**config.mk**
```make
export PLATFORM = sky130hd
export DESIGN_NAME = riscboy_io_top
export DESIGN_NICKNAME = d
export VERILOG_FILES = /design/src/design/gpio_map_pkg.sv /design/src/design/io_bus_pkg.sv /design/src/design/io_bus_if.sv /design/src/design/fpga_reset.sv /design/src/design/pad_debounce.sv /design/src/design/gpio_regs.sv /design/src/design/riscboy_io_top.sv
export SDC_FILE = /design/constraint.sdc
export NUM_CORES = 1
export LEC_CHECK = 0
export BUFFER_PORTS_ARGS = -buffer_cell sky130_fd_sc_hd__buf_2
export CAP_MARGIN = 0
export CORE_MARGIN = 4
export CORE_UTILIZATION = 51
export DETAILED_ROUTE_END_ITERATION = 7
export PLACE_DENSITY = 0.76
export SLEW_MARGIN = 10
export SYNTH_ARGS = -nofsm -noshare
export SYNTH_HDL_FRONTEND = slang
export SYNTH_SLANG_ARGS = --single-unit
export TNS_END_PERCENT = 20
```
**constraint.sdc**
```tcl
create_clock -name clk_sys -period 1.53 [get_ports clk_sys]
set_input_delay 0.153 -clock clk_sys [delete_from_list [all_inputs] [get_ports clk_sys]]
set_output_delay 0.153 -clock clk_sys [all_outputs]
set_load 0.005 [all_outputs]
```
**src/design/gpio_map_pkg.sv**
```systemverilog
package gpio_map_pkg;

	// Number of GPIO pins seen by the register block
	localparam int N_GPIOS = 8;

	// Status LED, driven from the OUT and OE registers
	localparam int PIN_LED = 0;

	// Button inputs, one pin each
	localparam int PIN_DPAD_U = 1;
	localparam int PIN_DPAD_D = 2;
	localparam int PIN_DPAD_L = 3;
	localparam int PIN_DPAD_R = 4;
	localparam int PIN_BTN_A  = 5;

	// Spare outputs, also mirrored on the LEDs
	localparam int PIN_AUX0 = 6;
	localparam int PIN_AUX1 = 7;

	// Buttons are numbered dpad_u .. btn_a from bit 0 upwards
	localparam int N_BUTTONS = 5;

endpackage

```
**src/design/io_bus_pkg.sv**
```systemverilog
package io_bus_pkg;

	// Register word address width
	localparam int W_ADDR = 4;

	// Register select, decoded from the bus address
	typedef enum logic [W_ADDR-1:0] {
		REG_OUT  = 4'd0,
		REG_OE   = 4'd1,
		REG_IN   = 4'd2,
		REG_RISE = 4'd3
	} reg_sel_e;

	// Reset generator FSM
	typedef enum logic [1:0] {
		RST_HOLD,
		RST_COUNT,
		RST_DONE
	} rst_state_e;

endpackage

```
**src/design/io_bus_if.sv**
```systemverilog
interface io_bus_if;

	import io_bus_pkg::*;
	import gpio_map_pkg::*;

	// Single-cycle strobe bus, no back-pressure
	logic [W_ADDR-1:0]  addr;
	logic [N_GPIOS-1:0] wdata;
	logic               write;
	logic               read;

	// Held from the cycle after a read until the next read
	logic [N_GPIOS-1:0] rdata;

	modport master (
		output addr,
		output wdata,
		output write,
		output read,
		input  rdata
	);

	modport slave (
		input  addr,
		input  wdata,
		input  write,
		input  read,
		output rdata
	);

endinterface

```
**src/design/fpga_reset.sv**
```systemverilog
module fpga_reset #(
	parameter int COUNT = 200
) (
	input  logic clk_sys,
	input  logic reset,
	input  logic pll_locked,
	output logic rst_sys
);

	import io_bus_pkg::*;

	localparam int W_CNT = $clog2(COUNT + 1);

	logic             lock_meta;
	logic             lock_sync;
	logic             hold;
	logic [W_CNT-1:0] count;
	rst_state_e       state;
	rst_state_e       state_next;

	// Lock comes from the PLL, which is not related to clk_sys timing
	always_ff @(posedge clk_sys) begin
		if (reset) begin
			lock_meta <= 1'b0;
			lock_sync <= 1'b0;
		end else begin
			lock_meta <= pll_locked;
			lock_sync <= lock_meta;
		end
	end

	assign hold = reset || !lock_sync;

	always_comb begin
		state_next = state;
		case (state)
			RST_HOLD: begin
				if (!hold)
					state_next = RST_COUNT;
			end
			RST_COUNT: begin
				if (hold)
					state_next = RST_HOLD;
				else if (count == W_CNT'(COUNT - 1))
					state_next = RST_DONE;
			end
			RST_DONE: begin
				// Losing lock puts the system back into reset
				if (hold)
					state_next = RST_HOLD;
			end
			default: state_next = RST_HOLD;
		endcase
	end

	always_ff @(posedge clk_sys) begin
		if (reset) begin
			state   <= RST_HOLD;
			count   <= '0;
			rst_sys <= 1'b1;
		end else begin
			state   <= state_next;
			rst_sys <= state_next != RST_DONE;
			if (state == RST_COUNT)
				count <= count + 1'b1;
			else
				count <= '0;
		end
	end

endmodule

```
**src/design/pad_debounce.sv**
```systemverilog
module pad_debounce #(
	parameter int DEBOUNCE_CYCLES = 8
) (
	input  logic                                clk_sys,
	input  logic                                rst_sys,
	input  logic [gpio_map_pkg::N_BUTTONS-1:0] pad_n,
	output logic [gpio_map_pkg::N_BUTTONS-1:0] pressed
);

	import gpio_map_pkg::*;

	localparam int W_CNT = $clog2(DEBOUNCE_CYCLES + 1);

	logic [N_BUTTONS-1:0] level_meta;
	logic [N_BUTTONS-1:0] level_sync;
	logic [W_CNT-1:0]     stable_cnt [N_BUTTONS];

	// Pads are active low, so invert before the synchronizer
	always_ff @(posedge clk_sys) begin
		if (rst_sys) begin
			level_meta <= '0;
			level_sync <= '0;
		end else begin
			level_meta <= ~pad_n;
			level_sync <= level_meta;
		end
	end

	// Each button counts consecutive samples that disagree with the
	// accepted level, and any agreeing sample restarts the count
	always_ff @(posedge clk_sys) begin
		if (rst_sys) begin
			pressed <= '0;
			for (int i = 0; i < N_BUTTONS; i++)
				stable_cnt[i] <= '0;
		end else begin
			for (int i = 0; i < N_BUTTONS; i++) begin
				if (level_sync[i] == pressed[i]) begin
					stable_cnt[i] <= '0;
				end else if (stable_cnt[i] == W_CNT'(DEBOUNCE_CYCLES - 1)) begin
					// Enough stable samples, take the new level
					pressed[i]    <= level_sync[i];
					stable_cnt[i] <= '0;
				end else begin
					stable_cnt[i] <= stable_cnt[i] + 1'b1;
				end
			end
		end
	end

endmodule

```
**src/design/gpio_regs.sv**
```systemverilog
module gpio_regs (
	input  logic                                clk_sys,
	input  logic                                rst_sys,
	io_bus_if.slave                             bus,
	input  logic [gpio_map_pkg::N_BUTTONS-1:0] pressed,
	output logic [gpio_map_pkg::N_GPIOS-1:0]   pad_out,
	output logic [gpio_map_pkg::N_GPIOS-1:0]   pad_oe
);

	import gpio_map_pkg::*;
	import io_bus_pkg::*;

	// Only pins with a button behind them have a rise bit
	localparam logic [N_GPIOS-1:0] BTN_MASK = N_GPIOS'(
		(1 << PIN_DPAD_U) |
		(1 << PIN_DPAD_D) |
		(1 << PIN_DPAD_L) |
		(1 << PIN_DPAD_R) |
		(1 << PIN_BTN_A)
	);

	reg_sel_e           sel;
	logic               wr_out;
	logic               wr_oe;
	logic               wr_rise;
	logic [N_GPIOS-1:0] in_val;
	logic [N_GPIOS-1:0] in_prev;
	logic [N_GPIOS-1:0] rise;
	logic [N_GPIOS-1:0] rise_set;
	logic [N_GPIOS-1:0] rise_clr;
	logic [N_GPIOS-1:0] rd_mux;

	assign sel = reg_sel_e'(bus.addr);

	assign wr_out  = bus.write && sel == REG_OUT;
	assign wr_oe   = bus.write && sel == REG_OE;
	assign wr_rise = bus.write && sel == REG_RISE;

	// IN register follows the board pin map
	always_comb begin
		in_val             = '0;
		in_val[PIN_DPAD_U] = pressed[0];
		in_val[PIN_DPAD_D] = pressed[1];
		in_val[PIN_DPAD_L] = pressed[2];
		in_val[PIN_DPAD_R] = pressed[3];
		in_val[PIN_BTN_A]  = pressed[4];
	end

	assign rise_set = in_val & ~in_prev;
	// Write 1 to clear
	assign rise_clr = wr_rise ? (bus.wdata & BTN_MASK) : '0;

	always_comb begin
		case (sel)
			REG_OUT:  rd_mux = pad_out;
			REG_OE:   rd_mux = pad_oe;
			REG_IN:   rd_mux = in_val;
			REG_RISE: rd_mux = rise;
			default:  rd_mux = '0;
		endcase
	end

	always_ff @(posedge clk_sys) begin
		if (rst_sys) begin
			pad_out   <= '0;
			pad_oe    <= '0;
			in_prev   <= '0;
			rise      <= '0;
			bus.rdata <= '0;
		end else begin
			if (wr_out)
				pad_out <= bus.wdata;
			if (wr_oe)
				pad_oe <= bus.wdata;
			in_prev <= in_val;
			// A new edge beats a simultaneous clear
			rise <= (rise & ~rise_clr) | rise_set;
			if (bus.read)
				bus.rdata <= rd_mux;
		end
	end

endmodule

```
**src/design/riscboy_io_top.sv**
```systemverilog
module riscboy_io_top #(
	parameter int RESET_COUNT     = 200,
	parameter int DEBOUNCE_CYCLES = 8
) (
	input  logic                              clk_sys,
	input  logic                              reset,
	input  logic                              pll_locked,

	input  logic                              dpad_u,
	input  logic                              dpad_d,
	input  logic                              dpad_l,
	input  logic                              dpad_r,
	input  logic                              btn_a,

	input  logic [io_bus_pkg::W_ADDR-1:0]    bus_addr,
	input  logic [gpio_map_pkg::N_GPIOS-1:0] bus_wdata,
	input  logic                              bus_write,
	input  logic                              bus_read,
	output logic [gpio_map_pkg::N_GPIOS-1:0] bus_rdata,

	output logic [gpio_map_pkg::N_GPIOS-1:0] gpio_out,
	output logic [gpio_map_pkg::N_GPIOS-1:0] gpio_oe,
	output logic [7:0]                        led
);

	import gpio_map_pkg::*;

	logic                 rst_sys;
	logic [N_BUTTONS-1:0] pad_n;
	logic [N_BUTTONS-1:0] pressed;

	io_bus_if bus ();

	// Top ports act as the bus master
	assign bus.addr  = bus_addr;
	assign bus.wdata = bus_wdata;
	assign bus.write = bus_write;
	assign bus.read  = bus_read;
	assign bus_rdata = bus.rdata;

	// Button order matches the pin map, dpad_u in bit 0
	assign pad_n = {btn_a, dpad_r, dpad_l, dpad_d, dpad_u};

	fpga_reset #(
		.COUNT (RESET_COUNT)
	) rstgen (
		.clk_sys    (clk_sys),
		.reset      (reset),
		.pll_locked (pll_locked),
		.rst_sys    (rst_sys)
	);

	pad_debounce #(
		.DEBOUNCE_CYCLES (DEBOUNCE_CYCLES)
	) buttons (
		.clk_sys (clk_sys),
		.rst_sys (rst_sys),
		.pad_n   (pad_n),
		.pressed (pressed)
	);

	gpio_regs gpio (
		.clk_sys (clk_sys),
		.rst_sys (rst_sys),
		.bus     (bus.slave),
		.pressed (pressed),
		.pad_out (gpio_out),
		.pad_oe  (gpio_oe)
	);

	// Output pins light only when enabled, buttons show their debounced state
	always_comb begin
		led             = '0;
		led[PIN_LED]    = gpio_out[PIN_LED] && gpio_oe[PIN_LED];
		led[PIN_DPAD_U] = pressed[0];
		led[PIN_DPAD_D] = pressed[1];
		led[PIN_DPAD_L] = pressed[2];
		led[PIN_DPAD_R] = pressed[3];
		led[PIN_BTN_A]  = pressed[4];
		led[PIN_AUX0]   = gpio_out[PIN_AUX0] && gpio_oe[PIN_AUX0];
		led[PIN_AUX1]   = gpio_out[PIN_AUX1] && gpio_oe[PIN_AUX1];
	end

endmodule

```
# [Word level (Yosys, flattened, before mapping)]
# Memory sizes are Yosys's and may differ from the RTL's.
# Cells that the tools add are included.
[word_totals] mem_count=1 word_cells=164 ff_bits=68 ram_bits=20
[op_classes] reduce_logical=16 eq_ne=17 bitwise_logic=27 mux=79 addsub=6
[mem_list] memory="buttons.stable_cnt" words=5 word_bits=4 read_ports=5 rd_ports_with_merged_regs=0 write_ports=5 line_no="pad_debounce.sv:16" source="logic [W_CNT-1:0] stable_cnt [N_BUTTONS];"
[ops] op="$mux W4" n=15
[ops] op="$mux W1" n=57
[ops] op="$pmux W8 S4" n=1
[ops] op="$add A4 B1 Y4 const B" n=5
[ops] op="$eq A4 B3 Y1 const B" n=5
[ops] op="$not A8 Y8" n=2
[ops] op="$or A1 B1 Y1" n=15
[ops] op="$reduce_and A2 Y1" n=5
[ops] op="$add A8 B1 Y8 const B" n=1
[ops] op="$and A6 B8 Y8" n=1
[ops] op="$and A8 B8 Y8" n=1
[ops] op="$eq A4 B2 Y1 const B" n=2
[ops] op="$eq A8 B8 Y1 const B" n=1
[ops] op="$mux W2" n=4
[ops] op="$or A8 B8 Y8" n=1
[ops] op="$logic_and A1 B1 Y1" n=6
[ops] op="$mux W6" n=1
[ops] op="$not A1 Y1" n=6
[ops] op="$pmux W2 S3" n=1
[ops] op="$eq A1 B1 Y1" n=5
[ops] op="$not A5 Y5" n=1
[ops] op="$eq A4 B1 Y1 const B" n=1
[ops] op="$logic_not A4 Y1" n=1
[ops] op="$eq A2 B1 Y1 const B" n=1
[ops] op="6 further kinds" n=6

# [Logic depth before layout (Yosys ltp)]
# Gate-level depths: netlist of the first run.
# An unclocked memory read counts as a cell.
[depth] word_depth=8 mapped_depth=5 mapped_depth_nobuf=4

# [Hierarchy]
# From an unflattened synthesis of the first run, not the netlist that was laid out.
[hier_totals] cells_unflattened=321 area_unflattened_um2=3509.6
[by_module_without_submodules] module="gpio_regs" area_each_um2=1551.5 n_inst=1 cells_per_inst=150 seq_area_each_um2=680.7
[by_module_without_submodules] module="pad_debounce" area_each_um2=1445.1 n_inst=1 cells_per_inst=118 seq_area_each_um2=900.9
[by_module_without_submodules] module="fpga_reset" area_each_um2=494.2 n_inst=1 cells_per_inst=50 seq_area_each_um2=260.2
[by_module_without_submodules] module="riscboy_io_top" area_each_um2=18.8 n_inst=1 cells_per_inst=3 seq_area_each_um2=0.0

# [Least setup slack after synthesis of the first run]
# Ideal clock, no wire load.
[synth_path] path_type="reg-to-reg" start="memory buttons.stable_cnt[0][0] (netlist name)" end="memory buttons.stable_cnt[0][2] (netlist name) (data pin)" arrival_time_ns=1.279 stages_incl_launch_ff=5 path_slack_ns=0.112 path_buffers=0 path_cell_list="edfxtp_1 > ha_1 > and3b_1 > or3_1 > nor2_1"
[synth_lines] element="from (decl)" line_no="pad_debounce.sv:16"

==> out/results.tsv, run 1 <==
metric	value	unit
met3 Resource Use GR	4.00	%
Routed WL	6.58	mm
clk slew on worst S/H paths	0.07	ns
synth warn	0	
CTS tree	built	
Pins Over Slew Limit	0	
Leak	1.75	nW
Buf/Inv on CP	0	
Hold Vio Cnt, Final	0	
drt wl/cell	13.3	um
met2 Use GR	27.7	%
# IOs	54	
Die X	90.9	um
vias in the first global route	2456	
CP cell instances	ha_2 > and3b_1 > or3_4 > nor2_1	
total core area	6490	sq um
first-pass GRT wire length	11.1	mm
RSZ-0062 raised after global routing	true	
Finished Core Util	65.0	%
post-synth cell types	41	
worst vdd ir	0.000651	V
Fill cells	512	
placed instance area	3950	sq um
CP max FO	4	
Avg Cell Area, Syn	10.9	sq um
Synth top area share	35.4	%
fraction of layout cells with a size suffix above 1	23.9	%
initial antenna violation count	0	
Vias/cell	5.09	
Crit path arrival time	1.68	ns
crit-path max cell delay	0.43	ns
H-tree depth	3	
nets	441	
Storage cell area	1840	sq um
post-route minimum period	1.48	ns
Max-Cap Viols	0	
EDFF count, synth	20	
commonest non-fill, non-tap cells in the layout	61 x dfxtp_1, 53 x buf_2, 39 x nand2b_1, 32 x nor2_1, 31 x mux2i_1	
First-pass DRT Iterations	5	
Max clock buf depth	2	
GRT overflow	0	
Initial DRC Count	107	
total die area	8260	sq um
Die Span Y	90.9	um
Post-DRT Antenna Nets	0	
Synth area leaders	dfxtp_1 35%, edfxtp_1 17%, mux2i_1 8.9%	
# diodes	0	
setup violators final	0	
commonest non-fill, non-tap cell in the layout	dfxtp_1	
post-detail-place hpwl	4.68	mm
IO buf count	53	
Num CTS Buffers	9	
nature of the critical path startpoint	flop	
area occupied by multi-input gates	1670	sq um
GP Congestion	0.760	
CP top delay family	simple AND/OR/NAND/NOR gates	
synthesized flop and latch total	82	
crit path capture type	flop	
GR peak layer	met2	
fmax	0.676	GHz
Clock Skew	0.00607	ns
met1 GRT Util	19.9	%
Slowest cell on crit path	edfxtp_1	
drc violations	0	
register area share after synthesis	52.6	%
Worst Path Required	1.73	ns
clk root buf	clkbuf_8	
synthesized cell area	3500	sq um
Starting Density	53.9	%
routed vias	2519	
P per Cell Area	865	nW/um^2
crit path kind	flop to flop	
HP Class	primary input to flop	
Rows	29	
ys flop type	dfxtp_1	
Synth-to-Final Area Change	20.5	%
status	finished, final reports clean	
GRT Util Overall	16.5	%
largest net degree at the start of global routing	32	
CTS Sinks	82	
final instance area	4220	sq um
asr flop ratio synth	0	%
Post-Syn Instances	322	
clk_lat worst skew	0.34	ns
cell taking the most area after synthesis	dfxtp_1	
final worst-path cycle share	96.7	%
-- through the flow --
stage	TNS [ns]	instances	worst slack (ns)	hold slack [ns]	power, mW
after CTS	0	492	0.00316	0.00621	3.68
after detailed placement	0	469	0.00860	0.307	2.40
after global routing	-0.0141	495	-0.00911	0.00499	3.79
final	0	495	0.0505	0.0171	3.65
after global placement	0	469	0.0620	0.305	2.40
after floorplan	0	341	0.112	0.220	2.35
-- worst paths after layout --
check	endpoint	startpoint	slack, ns	cells after the start
max reg2reg	buttons.stable_cnt[2][3]$_SDFFCE_PN0P_	buttons.stable_cnt[2][1]$_SDFFCE_PN0P_	0.05	4
min reg2reg	buttons.level_sync[2]$_SDFF_PP0_	buttons.level_meta[2]$_SDFF_PP0_	0.44	1
max	buttons.stable_cnt[2][3]$_SDFFCE_PN0P_	buttons.stable_cnt[2][1]$_SDFFCE_PN0P_	0.05	4
min	gpio.rise[2]$_SDFF_PP0_	bus_wdata[2]	0.02	2
-- power breakdown --
group	internal (mW)	switching [mW]	leakage (nW)	total, mW
clock	0.578	0.704	0.0816	1.28
sequential	2.23	0.0124	0.714	2.24
combinational	0.0648	0.0608	0.958	0.126
total	2.87	0.778	1.75	3.65
-- sequential cells by signal, indices dropped and copies added (netlist names), 2 cells and up --
register,cells
buttons.level_meta,5
buttons.level_sync,5
buttons.pressed,5
buttons.stable_cnt,20
gpio.bus.rdata,8
gpio.in_prev,5
gpio.pad_oe,8
gpio.pad_out,8
gpio.rise,5
rstgen.count,8
rstgen.state,2
-- worst reg2reg max path: stages, from the launching register on --
cell      delay, ns
edfxtp_1       0.43
ha_2           0.22
and3b_1        0.19
or3_4          0.39
nor2_1         0.11
-- area by class of cell --
| cell class | count | area share (%) |
|---|---|---|
| tap | 77 | 2.28 |
| clock inverter | 4 | 0.445 |
| sequential | 82 | 43.7 |
| clock buffer | 12 | 3.20 |
| timing repair buffer | 74 | 10.4 |
| inverter | 6 | 0.533 |
| multi-input combinational | 240 | 39.5 |
-- synthesized netlist by cell type, types with 5 or more instances --
cell       n
a21oi_1    6
a311oi_1   5
and3b_1    5
clkbuf_1   5
dfxtp_1   62
edfxtp_1  20
ha_1       6
inv_1      6
mux2i_1   31
nand2b_1  39
nand3_1   10
nand3b_1   5
nor2_1    34
nor2b_1   19
o22a_1     5
or3_1      6
xnor2_1    7
xor2_1    11
-- what timing repair did --
action	in CTS	in global routing
hold buffers	6	0
gates resized for setup	1	7
endpoints found under the hold margin	7	0
setup endpoints to repair	4	12
pin swaps	0	1
setup buffers	1	3
-- routing by layer --
| layer | vias up | wire, um |
|---|---|---|
| li1 | 1271 | - |
| met4 | 0 | 131 |
| met1 | 1173 | 2900 |
| met2 | 62 | 3200 |
| met5 | - | 0 |
| met3 | 13 | 341 |
-- cells by family (layout without fill, tap and decap cells) --
kind of cell    after synthesis  in the layout  synth area share [%]
simple gates                135            135                  22.6
flops                        82             82                  52.6
mux                          34             34                  9.82
compound gates               27             27                  5.57
buf+inv                      19             96                  2.64
xor+xnor                     18             18                  4.50
fa+ha+maj                     6              6                  2.14
other cells                   1             20                 0.107
Power figures use the tool's default switching activity.
==> run 2, diff against run 1 <==
ABC_AREA = 1   (was unset)
CORE_UTILIZATION = 50   (was 51)
PLACE_DENSITY = 0.75   (was 0.76)
==> out/results.tsv, run 2 <==
metric	value	unit	change
vias in the first global route	2679		was 2456
final instance area	3990	sq um	was 4220 sq um
drc violations	0		unchanged
Pins Over Slew Limit	0		unchanged
routed vias	2680		was 2519
# diodes	0		unchanged
Buf/Inv on CP	1		was 0
Clock Skew	0.00497	ns	was 0.00607 ns
Num CTS Buffers	9		unchanged
clk root buf	clkbuf_8		unchanged
worst vdd ir	0.000527	V	was 0.000651 V
largest net degree at the start of global routing	31		was 32
CTS Sinks	82		unchanged
clk_lat worst skew	0.34	ns	about the same
Leak	1.66	nW	was 1.75 nW
Post-DRT Antenna Nets	0		unchanged
setup TNS	0	ns	unchanged
register area share after synthesis	55.1	%	was 52.6%
commonest non-fill, non-tap cell in the layout	inv_1		was dfxtp_1
status	finished, final reports clean		unchanged
P per Cell Area	956	nW/um^2	was 865 nW/um^2
Largest register FFs	20		unchanged
Worst Path Required	1.70	ns	was 1.73 ns
Max-Cap Viols	0		unchanged
crit path kind	flop to flop		unchanged
synth cell count leaders	64 x inv_1, 62 x dfxtp_1, 50 x nor2_1		was 62 x dfxtp_1, 39 x nand2b_1, 34 x nor2_1
Finished Core Util	62.1	%	was 65.0%
clk slew on worst S/H paths	0.07	ns	about the same
CTS tree	built		unchanged
Hold WS	0.0987	ns	was 0.0171 ns
EDFF count, synth	20		unchanged
RR Endpoint	buttons.stable_cnt[1][2]$_SDFFCE_PN0P_		was buttons.stable_cnt[2][3]$_SDFFCE_PN0P_
post-synth cell types	27		was 41
GP Congestion	0.796		was 0.760
synthesized flop and latch total	82		unchanged
Crit path arrival time	1.57	ns	was 1.68 ns
postcts setup bufs	0		was 1
synth warn	0		unchanged
cell taking the most area after synthesis	dfxtp_1		unchanged
total core area	6420	sq um	was 6490 sq um
largest register by flop count	buttons.stable_cnt		unchanged
final worst-path cycle share	91.2	%	was 96.7%
setup violators final	0		unchanged
HP Class	primary input to flop		unchanged
RSZ-0062 raised after global routing	false		was true
First-pass DRT Iterations	4		was 5
Post-Syn Instances	392		was 322
PostCTS Resize Cnt	0		was 1
Die X	89.7	um	was 90.9 um
Reg2Reg Setup Slack	0.13	ns	was 0.05 ns
# IOs	54		unchanged
Synth area leaders	dfxtp_1 37%, edfxtp_1 18%, inv_1 7.2%		was dfxtp_1 35%, edfxtp_1 17%, mux2i_1 8.9%
crit-path max cell delay	0.42	ns	was 0.43 ns
Initial DRC Count	111		was 107
CP max FO	4		unchanged
Worst Hold End	gpio.pad_oe[6]$_SDFFE_PP0P_		was gpio.rise[2]$_SDFF_PP0_
Hold Vio Cnt, Final	0		unchanged
post-route minimum period	1.40	ns	was 1.48 ns
Vias/cell	4.81		was 5.09
Critical path origin	buttons.stable_cnt[1][0]$_SDFFCE_PN0P_		was buttons.stable_cnt[2][1]$_SDFFCE_PN0P_
nets	503		was 441
IO buf count	53		unchanged
CP cell instances	ha_1 > nand2_1 > nor2_1 > inv_1 > o211ai_1 > nor3b_1		was ha_2 > and3b_1 > or3_4 > nor2_1
DR WL met2	3.02	mm	was 3.20 mm
WL met1	2.89	mm	was 2.90 mm
DR WL met3	323	um	was 341 um
CTS Hold Bufs	7		was 6
GRT Util Overall	17.0	%	was 16.5%
initial antenna violation count	0		unchanged
fraction of layout cells with a size suffix above 1	16.0	%	was 23.9%
ys flop type	dfxtp_1		unchanged
fmax	0.717	GHz	was 0.676 GHz
Die Span Y	89.7	um	was 90.9 um
nature of the critical path startpoint	flop		unchanged
Worst Hold Depth	3		was 2
asr flop ratio synth	0	%	unchanged
Rows	29		unchanged
commonest non-fill, non-tap cells in the layout	64 x inv_1, 62 x dfxtp_1, 53 x buf_2, 50 x nor2_1, 41 x nand2_1		was 61 x dfxtp_1, 53 x buf_2, 39 x nand2b_1, 32 x nor2_1, 31 x mux2i_1
synthesized cell area	3340	sq um	was 3500 sq um
H-tree depth	3		unchanged
Routed WL	6.36	mm	was 6.58 mm
Fill cells	570		was 512
Synth-to-Final Area Change	19.4	%	was 20.5%
Avg Cell Area, Syn	8.52	sq um	was 10.9 sq um
placed instance area	3730	sq um	was 3950 sq um
Synth top area share	37.2	%	was 35.4%
first-pass GRT wire length	11.5	mm	was 11.1 mm
Starting Density	52.0	%	was 53.9%
worst r2r src	buttons.stable_cnt[1][0]$_SDFFCE_PN0P_		was buttons.stable_cnt[2][1]$_SDFFCE_PN0P_
Slowest cell on crit path	edfxtp_1		unchanged
drt wl/cell	11.4	um	was 13.3 um
CP top delay family	flip-flops		was simple AND/OR/NAND/NOR gates
Pwr Total	3.81	mW	was 3.65 mW
hold path start	bus_wdata[6]		was bus_wdata[2]
crit path capture type	flop		unchanged
Max Used Layer	met4		unchanged
total die area	8050	sq um	was 8260 sq um
GRT overflow	0		unchanged
post-detail-place hpwl	4.70	mm	was 4.68 mm
count leader, synth	inv_1		was dfxtp_1
R2R cell count	6		was 4
Max clock buf depth	2		unchanged
[run 2: cell types whose count changed in the layout (fill, tap and decap cells not counted), sizes merged, moves of 31 or more]
cell	previous run	this run
mux2i	31	0
inv	6	65
nand2b	39	0
a21oi	6	39
nand2	2	41
o21ai	3	37
[run 2: cell type report]
cell class / instances / area [sq um] / area share (%)
clock inverter: 2 / 10.0 / 0.251
clock buffer: 14 / 174 / 4.36
inverter: 65 / 244 / 6.12
tap: 77 / 96.3 / 2.42
multi-input combinational: 254 / 1260 / 31.7
timing repair buffer: 63 / 358 / 8.97
sequential: 82 / 1840 / 46.2
[run 2: metal layers]
layer	up-vias	global-route usage, %
met4	0	8.30
li1	1429	-
met5	-	0
met3	10	4.51
met1	1185	20.1
met2	56	28.8
[run 2: where the power goes]
group	switching, mW	internal, mW	leakage (nW)
combinational	0.0760	0.0500	0.852
clock	0.713	0.730	0.0956
sequential	0.0116	2.23	0.714
[run 2: cells by family (layout without fill, tap and decap cells)]
group                    Yosys count  after routing  synth area share (%)
AND/OR/NAND/NOR                  136            136                  18.4
other                              1             20                 0.112
XOR/XNOR                           6              6                  1.57
AO/OA/AOI/OAI                     86             86                  13.4
buffers and inverters             75            144                  9.14
flip-flops                        82             82                  55.1
adder cells (fa/ha/maj)            6              6                  2.25
[run 2: per-stage QoR]
step | cells | setup WS (ns)
global placement | 534 | 0.237
finish | 557 | 0.135
global route | 557 | 0.00988
floorplan | 411 | 0.298
detailed placement | 534 | 0.155
CTS | 557 | 0.130
[run 2: worst max-delay path by stage]
stage | endpoint | slack [ns] | cells after the start
4_1_cts | buttons.stable_cnt[1][2]$_SDFFCE_PN0P_ | 0.13 | 6
5_1_grt | buttons.stable_cnt[3][2]$_SDFFCE_PN0P_ | 0.01 | 6
3_3_place_gp | buttons.stable_cnt[3][2]$_SDFFCE_PN0P_ | 0.24 | 6
3_5_place_dp | buttons.stable_cnt[1][2]$_SDFFCE_PN0P_ | 0.15 | 6
6_report | buttons.stable_cnt[1][2]$_SDFFCE_PN0P_ | 0.13 | 6
2_1_floorplan | buttons.stable_cnt[1][2]$_SDFFCE_PN0P_ | 0.30 | 6
[run 2: worst reg2reg max path, stage by stage (launching register included)]
cell and delay [ns]:
edfxtp_1 0.42, ha_1 0.23, nand2_1 0.08, nor2_1 0.04
inv_1 0.08, o211ai_1 0.16, nor3b_1 0.22
==> run 3, diff against run 2 <==
CORE_UTILIZATION = 56   (was 50)
PLACE_DENSITY = 0.79   (was 0.75)
clock period = 1.47 ns   (was 1.53 ns; I/O delays follow)
==> out/results.tsv, run 3 (synthesized netlist as in run 2, its figures left out) <==
metric	value	unit	change
status	finished, final reports clean		unchanged
Die Span Y	85.2	um	was 89.7 um
Fill cells	466		was 570
Rows	27		was 29
HP Class	primary input to flop		unchanged
Initial DRC Count	173		was 111
combinational power share	3.6	%	was 3.3%
CP max FO	4		unchanged
P per Cell Area	964	nW/um^2	was 956 nW/um^2
Placement Setup Slack	0.0437	ns	was 0.155 ns
Clock Skew	0.00708	ns	was 0.00497 ns
Post-DRT Antenna Nets	0		unchanged
fraction of layout cells with a size suffix above 1	17.8	%	was 16.0%
final worst-path cycle share	94.3	%	was 91.2%
worst vdd ir	0.000614	V	was 0.000527 V
GRT overflow	0		unchanged
placed cell count	532		was 534
placed instance area	3750	sq um	was 3730 sq um
H-tree depth	3		unchanged
total core area	5640	sq um	was 6420 sq um
Leak	1.68	nW	was 1.66 nW
Num CTS Buffers	9		unchanged
nets	506		was 503
# IOs	54		unchanged
RSZ-0062 raised after global routing	true		was false
clk root buf	clkbuf_8		unchanged
total die area	7270	sq um	was 8050 sq um
post-route minimum period	1.39	ns	was 1.40 ns
CTS Sinks	82		unchanged
post-route setup slack	0.0844	ns	was 0.135 ns
Largest register FFs	20		unchanged
net switching power figure	0.838	mW	was 0.800 mW
fmax	0.722	GHz	was 0.717 GHz
Routed WL	6.66	mm	was 6.36 mm
GRT Util Overall	19.5	%	was 17.0%
drc violations	0		unchanged
first-pass GRT wire length	11.4	mm	was 11.5 mm
routed vias	2778		was 2680
Hold Vio Cnt, Final	0		unchanged
GP Congestion	0.831		was 0.796
nature of the critical path startpoint	flop		unchanged
IO buf count	53		unchanged
largest register by flop count	buttons.stable_cnt		unchanged
First-pass DRT Iterations	4		unchanged
Vias/cell	5.01		was 4.81
Layout Cells excl Fill	555		was 557
commonest non-fill, non-tap cell in the layout	inv_1		unchanged
Worst Path Required	1.66	ns	was 1.70 ns
final instance area	4010	sq um	was 3990 sq um
post-detail-place hpwl	4.95	mm	was 4.70 mm
clk slew on worst S/H paths	0.08	ns	was 0.07 ns
Die X	85.2	um	was 89.7 um
Starting Density	59.2	%	was 52.0%
clk_lat worst skew	0.35	ns	was 0.34 ns
initial antenna violation count	0		unchanged
Sw Share	21.7	%	was 21.0%
crit path capture type	flop		unchanged
Crit path arrival time	1.58	ns	was 1.57 ns
clock share of power	36.1	%	was 37.9%
sequential share of power	60.3	%	was 58.8%
vias in the first global route	2695		was 2679
setup violators final	0		unchanged
Pins Over Slew Limit	0		unchanged
postcts setup bufs	0		unchanged
crit path kind	flop to flop		unchanged
Pwr Total	3.87	mW	was 3.81 mW
# diodes	0		unchanged
Max-Cap Viols	0		unchanged
largest net degree at the start of global routing	19		was 31
commonest non-fill, non-tap cells in the layout	64 x inv_1, 62 x dfxtp_1, 53 x buf_2, 50 x nor2_1, 41 x nand2_1		unchanged
Synth-to-Final Area Change	20.1	%	was 19.4%
drt wl/cell	12.0	um	was 11.4 um
Max clock buf depth	2		unchanged
internal power	3.03	mW	was 3.01 mW
CTS tree	built		unchanged
Hold WS	0.0928	ns	was 0.0987 ns
-- run 3: timing repair --
item	4_1_cts	5_1_grt
hold buffers	7	0
gates resized for setup	0	6
endpoints found under the setup margin	0	5
hold endpoints to repair	7	0
-- run 3: worst max-delay path, stage by stage, from the launching register on --
cell,delay (ns)
edfxtp_1,0.42
ha_1,0.23
nand2_1,0.09
nor2_1,0.05
inv_1,0.08
o211ai_1,0.17
nor3b_2,0.20
-- run 3: worst paths after layout --
kind                                                              from                                      to  slack, ns  depth (start not counted)
worst max-delay path            buttons.stable_cnt[3][0]$_SDFFCE_PN0P_  buttons.stable_cnt[3][2]$_SDFFCE_PN0P_       0.08                          6
worst min-delay path                                      bus_wdata[5]             gpio.pad_oe[5]$_SDFFE_PP0P_       0.09                          3
worst max register to register  buttons.stable_cnt[3][0]$_SDFFCE_PN0P_  buttons.stable_cnt[3][2]$_SDFFCE_PN0P_       0.08                          6
worst min register to register        buttons.level_meta[4]$_SDFF_PP0_        buttons.level_sync[4]$_SDFF_PP0_       0.40                          2
-- run 3: per-stage QoR --
step	TNS, ns	util (%)
after global routing	-0.0441	71.1
final	0	71.1
after CTS	0	70.6
after floorplan	0	-
after global placement	0	66.5
after detailed placement	0	66.5
-- run 3: layer usage --
layer	vias to the layer above	GRT usage (%)	wire [um]
met5	-	0	0
met4	0	8.06	125
met3	10	5.24	392
met2	68	33.8	3320
met1	1267	22.7	2830
li1	1433	-	-
-- run 3: final cells by class --
cell class,instances,area [sq um],share of cell area (%)
Inverter,65,244,6.08
Sequential cell,82,1840,45.9
Tap cell,72,90.1,2.25
Timing Repair Buffer,66,380,9.48
Clock inverter,3,15.0,0.374
Clock buffer,13,149,3.71
Multi-Input combinational cell,254,1290,32.2
-- run 3: power groups by stage --
stage          Clock (mW)  Sequential (mW)  Combinational [mW]
4_1_cts              1.43             2.33               0.135
3_3_place_gp            0             2.38               0.116
6_report             1.40             2.33               0.138
2_1_floorplan           0             2.38              0.0673
3_5_place_dp            0             2.39               0.120
5_1_grt              1.52             2.34               0.157
